File: src/verilog/instr_dec_defs.svh
`ifndef INSTR_DEC_DEFS_SVH
`define INSTR_DEC_DEFS_SVH

`define ID_WORD_W       16	// Instruction word width
`define ID_IN_CREDITS   2	// Input queue depth, source credits at reset
`define ID_OUT_CREDITS  2	// Records the consumer can hold

// Field positions, bit 0 is the MSB
`define ID_OP_MSB       0	// Opcode
`define ID_OP_LSB       5
`define ID_A_MSB        7	// A field, register or jump condition
`define ID_A_LSB        9
`define ID_B_MSB        10	// B field, B-modification register
`define ID_B_LSB        12
`define ID_C_MSB        13	// C field, zero means argument in next word
`define ID_C_LSB        15

`endif
File: src/verilog/instr_dec_pkg.sv
`include "instr_dec_defs.svh"

package instr_dec_pkg;

	// Opcode class, from the six opcode bits
	typedef enum logic [2:0] {
		CLS_ILL,	// 000-017 and 074-077
		CLS_NORM,	// 020-057, two-arg with normal argument
		CLS_KA1,	// 060-067
		CLS_J,		// 070 jumps
		CLS_JS,		// 071 short conditional jumps
		CLS_C,		// 072 shift and misc group
		CLS_S		// 073 system group
	} op_class_e;

	typedef enum logic {
		ALU_LOGIC,	// Logic operation mode
		ALU_ARYT	// Arithmetic mode
	} alu_mode_e;

	typedef enum logic [2:0] {
		ST_IDLE,	// Waiting for a valid IR
		ST_P4,		// Argument fetch
		ST_WS,		// W& state
		ST_WE,
		ST_WP,
		ST_WX,
		ST_WM,
		ST_KC		// Cycle end, record issue
	} exec_state_e;

	// Upper R0 bits, same order as R0[0:8]
	typedef struct packed {
		logic z;	// Zero
		logic m;	// Minus
		logic v;	// Overflow
		logic c;	// Carry
		logic l;	// Less
		logic e;	// Equal
		logic g;	// Greater
		logic y;	// Shift-out Y
		logic x;	// Shift-out X
	} r0_flags_t;

	typedef struct packed {
		logic [0:`ID_WORD_W-1] ir;	// Raw IR word
		op_class_e             op_class;
		logic                  b0;	// B==0
		logic                  c0;	// C==0, argument follows
		logic                  xi;	// Illegal
		alu_mode_e             alu_mode;
	} dec_t;

	typedef struct packed {
		logic [0:`ID_WORD_W-1] ir;
		logic [0:`ID_WORD_W-1] arg;	// Zero unless normal with C==0
		op_class_e             op_class;
		alu_mode_e             alu_mode;
		logic                  xi;
		logic                  nef;	// Ineffective
		logic [2:0]            cycles;	// States walked before KC
	} exec_rec_t;

endpackage

File: src/verilog/instr_dec_top.sv
`timescale 1ns/1ps
`include "instr_dec_defs.svh"

module instr_dec_top (
	input  logic                      clk_sys,
	input  logic                      arst_n,
	input  logic                      word_valid,	// Fetch source word strobe
	input  logic [0:`ID_WORD_W-1]     word,
	output logic                      word_credit,	// Credit back to source
	input  logic                      invalidate,	// Drop IR contents
	input  logic                      q,	// User mode
	input  instr_dec_pkg::r0_flags_t  r0,
	output logic                      rec_valid,
	output instr_dec_pkg::exec_rec_t  rec,
	input  logic                      rec_credit	// Consumer slot freed
);
	logic [0:`ID_WORD_W-1] ir;
	logic                  ir_valid;
	logic [0:`ID_WORD_W-1] arg_word;
	logic                  arg_avail;
	logic                  ir_done;
	logic                  arg_take;
	instr_dec_pkg::dec_t   dec;
	logic                  nef;

	instr_reg instr_reg_inst (	// Queue and IR
		.clk_sys     (clk_sys),
		.arst_n      (arst_n),
		.word_valid  (word_valid),
		.word        (word),
		.invalidate  (invalidate),
		.ir_done     (ir_done),
		.arg_take    (arg_take),
		.ir          (ir),
		.ir_valid    (ir_valid),
		.arg_word    (arg_word),
		.arg_avail   (arg_avail),
		.word_credit (word_credit)
	);

	op_decode op_decode_inst (
		.ir       (ir),
		.ir_valid (ir_valid),
		.q        (q),
		.dec      (dec)
	);

	cond_eval cond_eval_inst (	// Jump conditions and nef
		.dec (dec),
		.r0  (r0),
		.nef (nef)
	);

	cycle_seq cycle_seq_inst (
		.clk_sys    (clk_sys),
		.arst_n     (arst_n),
		.dec        (dec),
		.nef        (nef),
		.ir_valid   (ir_valid),
		.arg_word   (arg_word),
		.arg_avail  (arg_avail),
		.rec_credit (rec_credit),
		.ir_done    (ir_done),
		.arg_take   (arg_take),
		.rec_valid  (rec_valid),
		.rec        (rec)
	);

endmodule

File: src/verilog/cycle_seq.sv
`timescale 1ns/1ps
`include "instr_dec_defs.svh"

module cycle_seq (
	input  logic                      clk_sys,
	input  logic                      arst_n,
	input  instr_dec_pkg::dec_t       dec,
	input  logic                      nef,
	input  logic                      ir_valid,
	input  logic [0:`ID_WORD_W-1]     arg_word,	// Queue head
	input  logic                      arg_avail,
	input  logic                      rec_credit,	// Consumer frees one slot
	output logic                      ir_done,
	output logic                      arg_take,
	output logic                      rec_valid,
	output instr_dec_pkg::exec_rec_t  rec
);
	localparam int CRD_W = $clog2(`ID_OUT_CREDITS + 1);

	instr_dec_pkg::exec_state_e state;
	instr_dec_pkg::exec_state_e state_nxt;
	instr_dec_pkg::exec_state_e first_st;	// Entry state for the class
	logic [CRD_W-1:0]           credit_cnt;	// Free consumer slots
	logic [2:0]                 cyc_cnt;	// States walked so far
	logic [0:`ID_WORD_W-1]      arg_q;

	always_comb begin
		first_st = instr_dec_pkg::ST_KC;	// Illegal or ineffective end at once
		if (!nef) begin
			case (dec.op_class)
				instr_dec_pkg::CLS_NORM:
					first_st = dec.c0 ? instr_dec_pkg::ST_P4 : instr_dec_pkg::ST_WE;
				instr_dec_pkg::CLS_KA1: first_st = instr_dec_pkg::ST_WS;
				instr_dec_pkg::CLS_J:   first_st = instr_dec_pkg::ST_WP;
				instr_dec_pkg::CLS_JS:  first_st = instr_dec_pkg::ST_WP;
				instr_dec_pkg::CLS_C:   first_st = instr_dec_pkg::ST_WS;
				instr_dec_pkg::CLS_S:   first_st = instr_dec_pkg::ST_WX;
				default:                first_st = instr_dec_pkg::ST_KC;
			endcase
		end
	end

	// Record out only with a free slot and a live IR
	assign rec_valid = (state == instr_dec_pkg::ST_KC) & ir_valid & (credit_cnt != '0);
	assign ir_done   = rec_valid;
	assign arg_take  = (state == instr_dec_pkg::ST_P4) & arg_avail;

	always_comb begin
		state_nxt = state;
		case (state)
			instr_dec_pkg::ST_IDLE:
				if (ir_valid)
					state_nxt = first_st;
			instr_dec_pkg::ST_P4:
				if (arg_avail)
					state_nxt = instr_dec_pkg::ST_WE;	// Argument captured
			instr_dec_pkg::ST_WS:	// KA1 ends here and C group goes on
				state_nxt = (dec.op_class == instr_dec_pkg::CLS_C) ?
				            instr_dec_pkg::ST_WX : instr_dec_pkg::ST_KC;
			instr_dec_pkg::ST_WX:	// S group continues to WM
				state_nxt = (dec.op_class == instr_dec_pkg::CLS_S) ?
				            instr_dec_pkg::ST_WM : instr_dec_pkg::ST_KC;
			instr_dec_pkg::ST_KC:
				if (rec_valid)
					state_nxt = instr_dec_pkg::ST_IDLE;
			default:
				state_nxt = instr_dec_pkg::ST_KC;	// WE WP and WM
		endcase
		if (state != instr_dec_pkg::ST_IDLE && !ir_valid)
			state_nxt = instr_dec_pkg::ST_IDLE;	// Abort on invalidated IR
	end

	always_ff @(posedge clk_sys or negedge arst_n) begin
		if (!arst_n) begin
			state      <= instr_dec_pkg::ST_IDLE;
			cyc_cnt    <= '0;
			credit_cnt <= CRD_W'(`ID_OUT_CREDITS);
		end else begin
			state <= state_nxt;
			if (state == instr_dec_pkg::ST_IDLE)
				cyc_cnt <= '0;
			else if (state != instr_dec_pkg::ST_KC && state_nxt != state)
				cyc_cnt <= cyc_cnt + 3'd1;	// Count each state once
			case ({rec_valid, rec_credit})
				2'b10:   credit_cnt <= credit_cnt - 1'b1;
				2'b01:   credit_cnt <= credit_cnt + 1'b1;
				default: credit_cnt <= credit_cnt;
			endcase
		end
	end

	always_ff @(posedge clk_sys) begin
		if (state == instr_dec_pkg::ST_IDLE)
			arg_q <= '0;	// No argument unless P4 runs
		else if (arg_take)
			arg_q <= arg_word;
	end

	always_comb begin
		rec.ir       = dec.ir;
		rec.arg      = arg_q;
		rec.op_class = dec.op_class;
		rec.alu_mode = dec.alu_mode;
		rec.xi       = dec.xi;
		rec.nef      = nef;
		rec.cycles   = cyc_cnt;
	end

	// Consumer never returns more credits than it was given
	a_credit_bound: assert property (@(posedge clk_sys) disable iff (!arst_n)
		credit_cnt <= CRD_W'(`ID_OUT_CREDITS));

	// Stalled KC keeps the IR and so the record
	a_stall_hold: assert property (@(posedge clk_sys) disable iff (!arst_n)
		(state == instr_dec_pkg::ST_KC && ir_valid && !rec_valid) |=> $stable(rec.ir));

endmodule

File: src/verilog/cond_eval.sv
`timescale 1ns/1ps
`include "instr_dec_defs.svh"

module cond_eval (
	input  instr_dec_pkg::dec_t      dec,
	input  instr_dec_pkg::r0_flags_t r0,	// Upper R0 flags
	output logic                     nef	// Instruction is ineffective
);
	logic [0:2] a_fld;	// Condition select
	logic       cond;	// Selected condition met
	logic       is_jump;

	assign a_fld   = dec.ir[`ID_A_MSB:`ID_A_LSB];
	assign is_jump = (dec.op_class == instr_dec_pkg::CLS_J) |
	                 (dec.op_class == instr_dec_pkg::CLS_JS);

	always_comb begin
		case (a_fld)
			3'd0:    cond = (dec.op_class == instr_dec_pkg::CLS_J);	// JS never
			3'd1:    cond = r0.l;
			3'd2:    cond = r0.e;
			3'd3:    cond = r0.g;
			3'd4:    cond = r0.v;
			3'd5:    cond = r0.x;
			3'd6:    cond = r0.y;
			default: cond = r0.c;
		endcase
	end

	// Illegal implies ineffective, failed jump condition too
	assign nef = dec.xi | (is_jump & ~cond);

endmodule

File: src/verilog/op_decode.sv
`timescale 1ns/1ps
`include "instr_dec_defs.svh"

module op_decode (
	input  logic                  [0:`ID_WORD_W-1] ir,
	input  logic                  ir_valid,
	input  logic                  q,	// User mode flag
	output instr_dec_pkg::dec_t   dec
);
	logic [0:5]                opc;	// Opcode, MSB first
	instr_dec_pkg::op_class_e  cls;
	logic                      b0;
	logic                      c0;
	logic                      xi_low;	// Opcode bits 0-1 zero
	logic                      xi_top;	// 074-077
	logic                      xi_user;	// S group in user mode
	logic                      xi_cgrp;	// C group with B modification
	logic                      aryt;

	assign opc = ir[`ID_OP_MSB:`ID_OP_LSB];
	assign b0  = (ir[`ID_B_MSB:`ID_B_LSB] == '0);
	assign c0  = (ir[`ID_C_MSB:`ID_C_LSB] == '0);

	always_comb begin
		cls = instr_dec_pkg::CLS_ILL;	// 000-017 stay illegal
		if (opc[0:1] != 2'b00) begin
			if (opc[0:1] != 2'b11) begin
				cls = instr_dec_pkg::CLS_NORM;	// 020-057
			end else if (!opc[2]) begin
				cls = instr_dec_pkg::CLS_KA1;	// 060-067
			end else begin
				case (opc[3:5])
					3'd0:    cls = instr_dec_pkg::CLS_J;
					3'd1:    cls = instr_dec_pkg::CLS_JS;
					3'd2:    cls = instr_dec_pkg::CLS_C;
					3'd3:    cls = instr_dec_pkg::CLS_S;
					default: cls = instr_dec_pkg::CLS_ILL;	// 074-077
				endcase
			end
		end
		if (!ir_valid)
			cls = instr_dec_pkg::CLS_ILL;	// Empty IR decodes as nothing
	end

	assign xi_low  = (opc[0:1] == 2'b00);
	assign xi_top  = (opc[0:3] == 4'b1111);
	assign xi_user = (cls == instr_dec_pkg::CLS_S) & q;
	assign xi_cgrp = (cls == instr_dec_pkg::CLS_C) & ~b0;

	// Arithmetic for 020-037 and KA1
	assign aryt = (opc[0:1] == 2'b01) | (cls == instr_dec_pkg::CLS_KA1);

	always_comb begin
		dec.ir       = ir;
		dec.op_class = cls;
		dec.b0       = b0;
		dec.c0       = c0;
		dec.xi       = ~ir_valid | xi_low | xi_top | xi_user | xi_cgrp;
		dec.alu_mode = aryt ? instr_dec_pkg::ALU_ARYT : instr_dec_pkg::ALU_LOGIC;
	end

endmodule

File: src/verilog/instr_reg.sv
`timescale 1ns/1ps
`include "instr_dec_defs.svh"

module instr_reg (
	input  logic                  clk_sys,
	input  logic                  arst_n,
	input  logic                  word_valid,	// Word from fetch source
	input  logic [0:`ID_WORD_W-1] word,
	input  logic                  invalidate,	// Drop IR contents
	input  logic                  ir_done,	// Sequencer releases the IR
	input  logic                  arg_take,	// Pop queue head as argument
	output logic [0:`ID_WORD_W-1] ir,
	output logic                  ir_valid,
	output logic [0:`ID_WORD_W-1] arg_word,
	output logic                  arg_avail,
	output logic                  word_credit	// One queue entry freed
);
	localparam int DEPTH = `ID_IN_CREDITS;
	localparam int PTR_W = (DEPTH > 1) ? $clog2(DEPTH) : 1;
	localparam int CNT_W = $clog2(DEPTH + 1);

	logic [0:`ID_WORD_W-1] fifo_mem [DEPTH];	// Word queue storage
	logic [PTR_W-1:0]      rd_ptr;
	logic [PTR_W-1:0]      wr_ptr;
	logic [CNT_W-1:0]      fifo_cnt;
	logic                  fifo_empty;
	logic                  fifo_full;
	logic                  ir_free;	// IR empty or released this cycle
	logic                  bypass;	// Straight into IR, queue empty
	logic                  load_head;	// IR loads from queue head
	logic                  push;
	logic                  pop;

	function automatic logic [PTR_W-1:0] ptr_inc(input logic [PTR_W-1:0] p);
		return (p == PTR_W'(DEPTH - 1)) ? '0 : p + 1'b1;
	endfunction

	assign fifo_empty = (fifo_cnt == '0);
	assign fifo_full  = (fifo_cnt == CNT_W'(DEPTH));
	assign ir_free    = ~ir_valid | ir_done;
	assign bypass     = word_valid & fifo_empty & ir_free & ~invalidate;
	assign load_head  = ~fifo_empty & ir_free & ~invalidate;
	assign push       = word_valid & ~bypass;
	assign pop        = load_head | arg_take;	// Never both, IR busy in P4
	assign arg_word   = fifo_mem[rd_ptr];	// Head is the argument
	assign arg_avail  = ~fifo_empty;

	always_ff @(posedge clk_sys or negedge arst_n) begin
		if (!arst_n) begin
			rd_ptr      <= '0;
			wr_ptr      <= '0;
			fifo_cnt    <= '0;
			ir_valid    <= 1'b0;
			word_credit <= 1'b0;
		end else begin
			if (push)
				wr_ptr <= ptr_inc(wr_ptr);
			if (pop)
				rd_ptr <= ptr_inc(rd_ptr);
			case ({push, pop})
				2'b10:   fifo_cnt <= fifo_cnt + 1'b1;
				2'b01:   fifo_cnt <= fifo_cnt - 1'b1;
				default: fifo_cnt <= fifo_cnt;
			endcase
			if (invalidate)
				ir_valid <= 1'b0;	// Invalidate wins over everything
			else if (bypass | load_head)
				ir_valid <= 1'b1;
			else if (ir_done)
				ir_valid <= 1'b0;
			word_credit <= bypass | pop;	// Credit back one cycle later
		end
	end

	always_ff @(posedge clk_sys) begin
		if (push)
			fifo_mem[wr_ptr] <= word;
		if (bypass)
			ir <= word;
		else if (load_head)
			ir <= fifo_mem[rd_ptr];
	end

	// Source must hold a credit for every word it sends
	a_no_overrun: assert property (@(posedge clk_sys) disable iff (!arst_n)
		word_valid |-> !fifo_full);

	// Sequencer only takes an argument that is already queued
	a_arg_present: assert property (@(posedge clk_sys) disable iff (!arst_n)
		arg_take |-> arg_avail);

endmodule

File: config.mk
export PLATFORM = sky130hd
export DESIGN_NAME = instr_dec_top
export DESIGN_NICKNAME = d
export VERILOG_FILES = /design/src/verilog/instr_dec_pkg.sv /design/src/verilog/instr_dec_top.sv /design/src/verilog/cycle_seq.sv /design/src/verilog/cond_eval.sv /design/src/verilog/op_decode.sv /design/src/verilog/instr_reg.sv
export VERILOG_INCLUDE_DIRS = /design/src /design/src/verilog
export SDC_FILE = /design/constraint.sdc
export NUM_CORES = 1
export LEC_CHECK = 0
export ABC_CLOCK_PERIOD_IN_PS = 3200
export BUFFER_PORTS_ARGS = -buffer_cell sky130_fd_sc_hd__buf_2
export CORE_AREA = 2 2 85 87
export CTS_CLUSTER_DIAMETER = 120
export DETAILED_ROUTE_END_ITERATION = 10
export DIE_AREA = 0 0 87 89
export GPL_ROUTABILITY_DRIVEN = 0
export PLACE_DENSITY = 0.85
export REMOVE_ABC_BUFFERS = 1
export SLEW_MARGIN = 25
export SYNTH_ARGS = -nofsm -noshare
export SYNTH_HDL_FRONTEND = slang
export SYNTH_SLANG_ARGS = --single-unit
File: constraint.sdc
create_clock -name clk_sys -period 3.2 [get_ports clk_sys]
set_clock_uncertainty 0.15 [all_clocks]
set_input_delay 0.48 -clock clk_sys [delete_from_list [all_inputs] [get_ports clk_sys]]
set_output_delay 0.48 -clock clk_sys [all_outputs]
set_load 0.02 [all_outputs]
==> results_dict.tcl <==
set metrics [dict create \
    outcome "complete, no violations" \
    cp_num_cells 5 \
    vias 2551 \
    routed_wl_um 7740 \
    fill_cells 508 \
    h-tree-depth 3 \
    final_common_cell "buf_2" \
    crit_chain "or3b_4 > a21o_4 > o311ai_2 > nand2_1 > buf_2" \
    grt-ovfl-total 0 \
    fp.dieW_um 87 \
    drt-vias-per-instance 5.619 \
    grt_max_degree 33 \
    ys.flop_type "edfxtp_1" \
    clock_latency_ns 0.35 \
    min_path_type "input port to flip-flop" \
    clockRootBuffer "clkbuf_8" \
    clk_pin_slew_ns 0.08 \
    synth_seq_area_share_pct 58.14 \
    cap_violations 0 \
    core-area_um2 6719 \
    wl_per_cell_um 17.05 \
    seqPwrFrac_pct 41.3 \
    final_layout_size_suffix_gt1_share_pct 29.95 \
    ios 74 \
    finalHoldViolCount 0 \
    first_pass_iters 4 \
    switching_share_pct 38.83 \
    tns_ns 0 \
    cts_sinks 78 \
    initial_core_util_pct 54.10 \
    yosys_warnings 0 \
    dieArea_um2 7743 \
    maxSlewHeadroom_pct 35.99 \
    start_kind "flip-flop" \
    worstHoldPathCells 1 \
    synth.avg_cell_area_um2 12.04 \
    clockBufferDepth 2 \
    p_switching_mw 1.600 \
    cts_setup_buffers 0 \
    p_per_area_nw_per_um2 969.0 \
    synthToLayoutAreaGrowth_pct 17.04 \
    gr-max-usage-layer "met2" \
    critical_path.max_stage_delay_ns 0.52 \
    antenna_found_initial 0 \
    ys_types 60 \
    internal_power_mw 2.522 \
    p_clk_share_pct 19.6 \
    cts_tree "yes" \
    crit_arrival_ns 2.29 \
    worst_setup_path_end_kind "output port" \
    worst_path_max_delay_cell "edfxtp_1" \
    pwr-share-comb_pct 39.1 \
    timing.final.crit_share_pct 91.19 \
    setup_violations 0 \
    die_y_um 89 \
    final_cell_mix "buf_2 (71), edfxtp_1 (48), nor2_1 (39)" \
    met2_usage_pct 38.38 \
    path_max_fanout 7 \
    met3_usage_pct 7.387 \
    rows 30 \
    io_buffers 71 \
    path_class "flip-flop to output port" \
    worst_pin_slew_ns 0.9602 \
    netlist_area_um2 3635 \
    synth_cells 302 \
    drt_iter0_drc 182 \
    grt_pass1_vias 2549 \
    leakagePower_nw 1.730 \
    synth_edf_count 48 \
    ys_ff_latch 78 \
    power.total_mw 4.122 \
    crit_family "compound AO/OA/AOI/OAI gates" \
    grt_pass1_wl_um 12400 \
    r2r_cells 7 \
    crit_required_ns 2.57 \
    async_flop_share_pct 17.95 \
    vdd_drop_max_v 0.0005048 \
    maxSlewViolCount 0 \
    grtUsageMet1_pct 24.80 \
    cp_num_buf_inv 1 \
    finalNetCount 403 \
    dpl.hpwl_um 5441 \
    fin_crit_ns 2.918 \
    grt_usage_pct 21.46 \
    cts-buffers-inserted 9 \
    rsz0062_at_grt "no" \
    n_antenna_cell 0 \
    antenna_left 0 \
    max_freq_mhz 342.7 \
    drc 0 \
]
-- layout make-up --
cell class                      instances  area [um^2]  area share, %
Clock buffer                           11        141.4          3.324
Clock inverter                          5        82.58          1.941
Inverter                                5        21.27         0.5000
Multi-Input combinational cell        196         1378          32.38
Sequential cell                        78         2113          49.68
Tap cell                               80        100.1          2.353
Timing Repair Buffer                   79        417.9          9.824
-- cells by family after synthesis --
kind of cell / share of synthesized area, %
simple gates: 12.39
flops: 58.14
compound gates: 15.84
buf+inv: 4.096
mux: 5.852
xor+xnor: 2.651
fa+ha+maj: 1.033
-- power groups by stage --
stage,combinational (mW),sequential (mW),clock [mW]
after global routing,1.77,1.74,0.866
final,1.61,1.70,0.810
after floorplan,0.961,1.84,0
after CTS,1.62,1.70,0.819
after global placement,1.55,1.70,0
after detailed placement,1.61,1.72,0
-- state kept, by name, summed over array words and instances, names as in the netlist, 2 cells and up --
| name | count |
|---|---|
| cycle_seq_inst.cyc_cnt | 3 |
| cycle_seq_inst.credit_cnt | 2 |
| instr_reg_inst.ir | 16 |
| instr_reg_inst.fifo_cnt | 2 |
| cycle_seq_inst.arg_q | 16 |
| cycle_seq_inst.state | 3 |
| instr_reg_inst.fifo_mem | 32 |
-- per-layer routing --
metal  vias up  share of wire [%]
met5         -                  0
met4         0                1.4
met2        81                 54
li1       1241                  -
met3        13                6.2
met1      1216                 39
-- worst paths after layout --
check                                        start                        endpoint  slack (ns)
max                           instr_reg_inst.ir[3]                          rec[3]        0.28
min                                       word[10]   instr_reg_inst.fifo_mem[1][5]        0.18
max reg2reg                cycle_seq_inst.state[0]  instr_reg_inst.fifo_mem[0][10]        0.55
min reg2reg                cycle_seq_inst.arg_q[3]         cycle_seq_inst.arg_q[3]        0.34
max in group asynchronous                   arst_n    cycle_seq_inst.credit_cnt[1]        2.22
min in group asynchronous                   arst_n      instr_reg_inst.word_credit        0.39
-- per-stage QoR --
stage / cells / hold WS (ns) / setup slack [ns] / cell area, um^2 / utilization [%]
3_5_place_dp: 437 / 0.2397 / 0.5797 / 4020 / 59.83
6_report: 454 / 0.1825 / 0.2820 / 4254 / 63.31
4_1_cts: 454 / 0.1683 / 0.2676 / 4254 / 63.31
2_1_floorplan: 279 / 0.03441 / 0.1679 / 3507 / -
5_1_grt: 454 / 0.1587 / 0.1788 / 4254 / 63.31
3_3_place_gp: 437 / 0.2370 / 0.6118 / 4020 / 59.83
-- synthesized netlist by cell type (4+ instances only) --
library cell / count / area (um^2)
a211oi_1: 16 / 120.1
a21oi_1: 20 / 100.1
and3_1: 5 / 31.28
buf_4: 4 / 30.03
clkbuf_1: 11 / 41.29
dfrtp_1: 13 / 325.3
dfxtp_1: 16 / 320.3
edfxtp_1: 48 / 1441
mux2i_1: 19 / 190.2
nand2_1: 14 / 52.55
nand2b_1: 6 / 37.54
nand3_1: 5 / 25.02
nor2_1: 39 / 146.4
o21ai_0: 5 / 25.02
o21ai_1: 5 / 25.02
xnor2_1: 5 / 43.79
xor2_1: 6 / 52.55
-- what timing repair did --
| action | 4_1_cts | 5_1_grt |
|---|---|---|
| hold endpoints to repair | 13 | 0 |
| hold buffers | 1 | 0 |
| gates resized for setup | 0 | 0 |
Note: power is estimated with default switching activity, not from simulation.
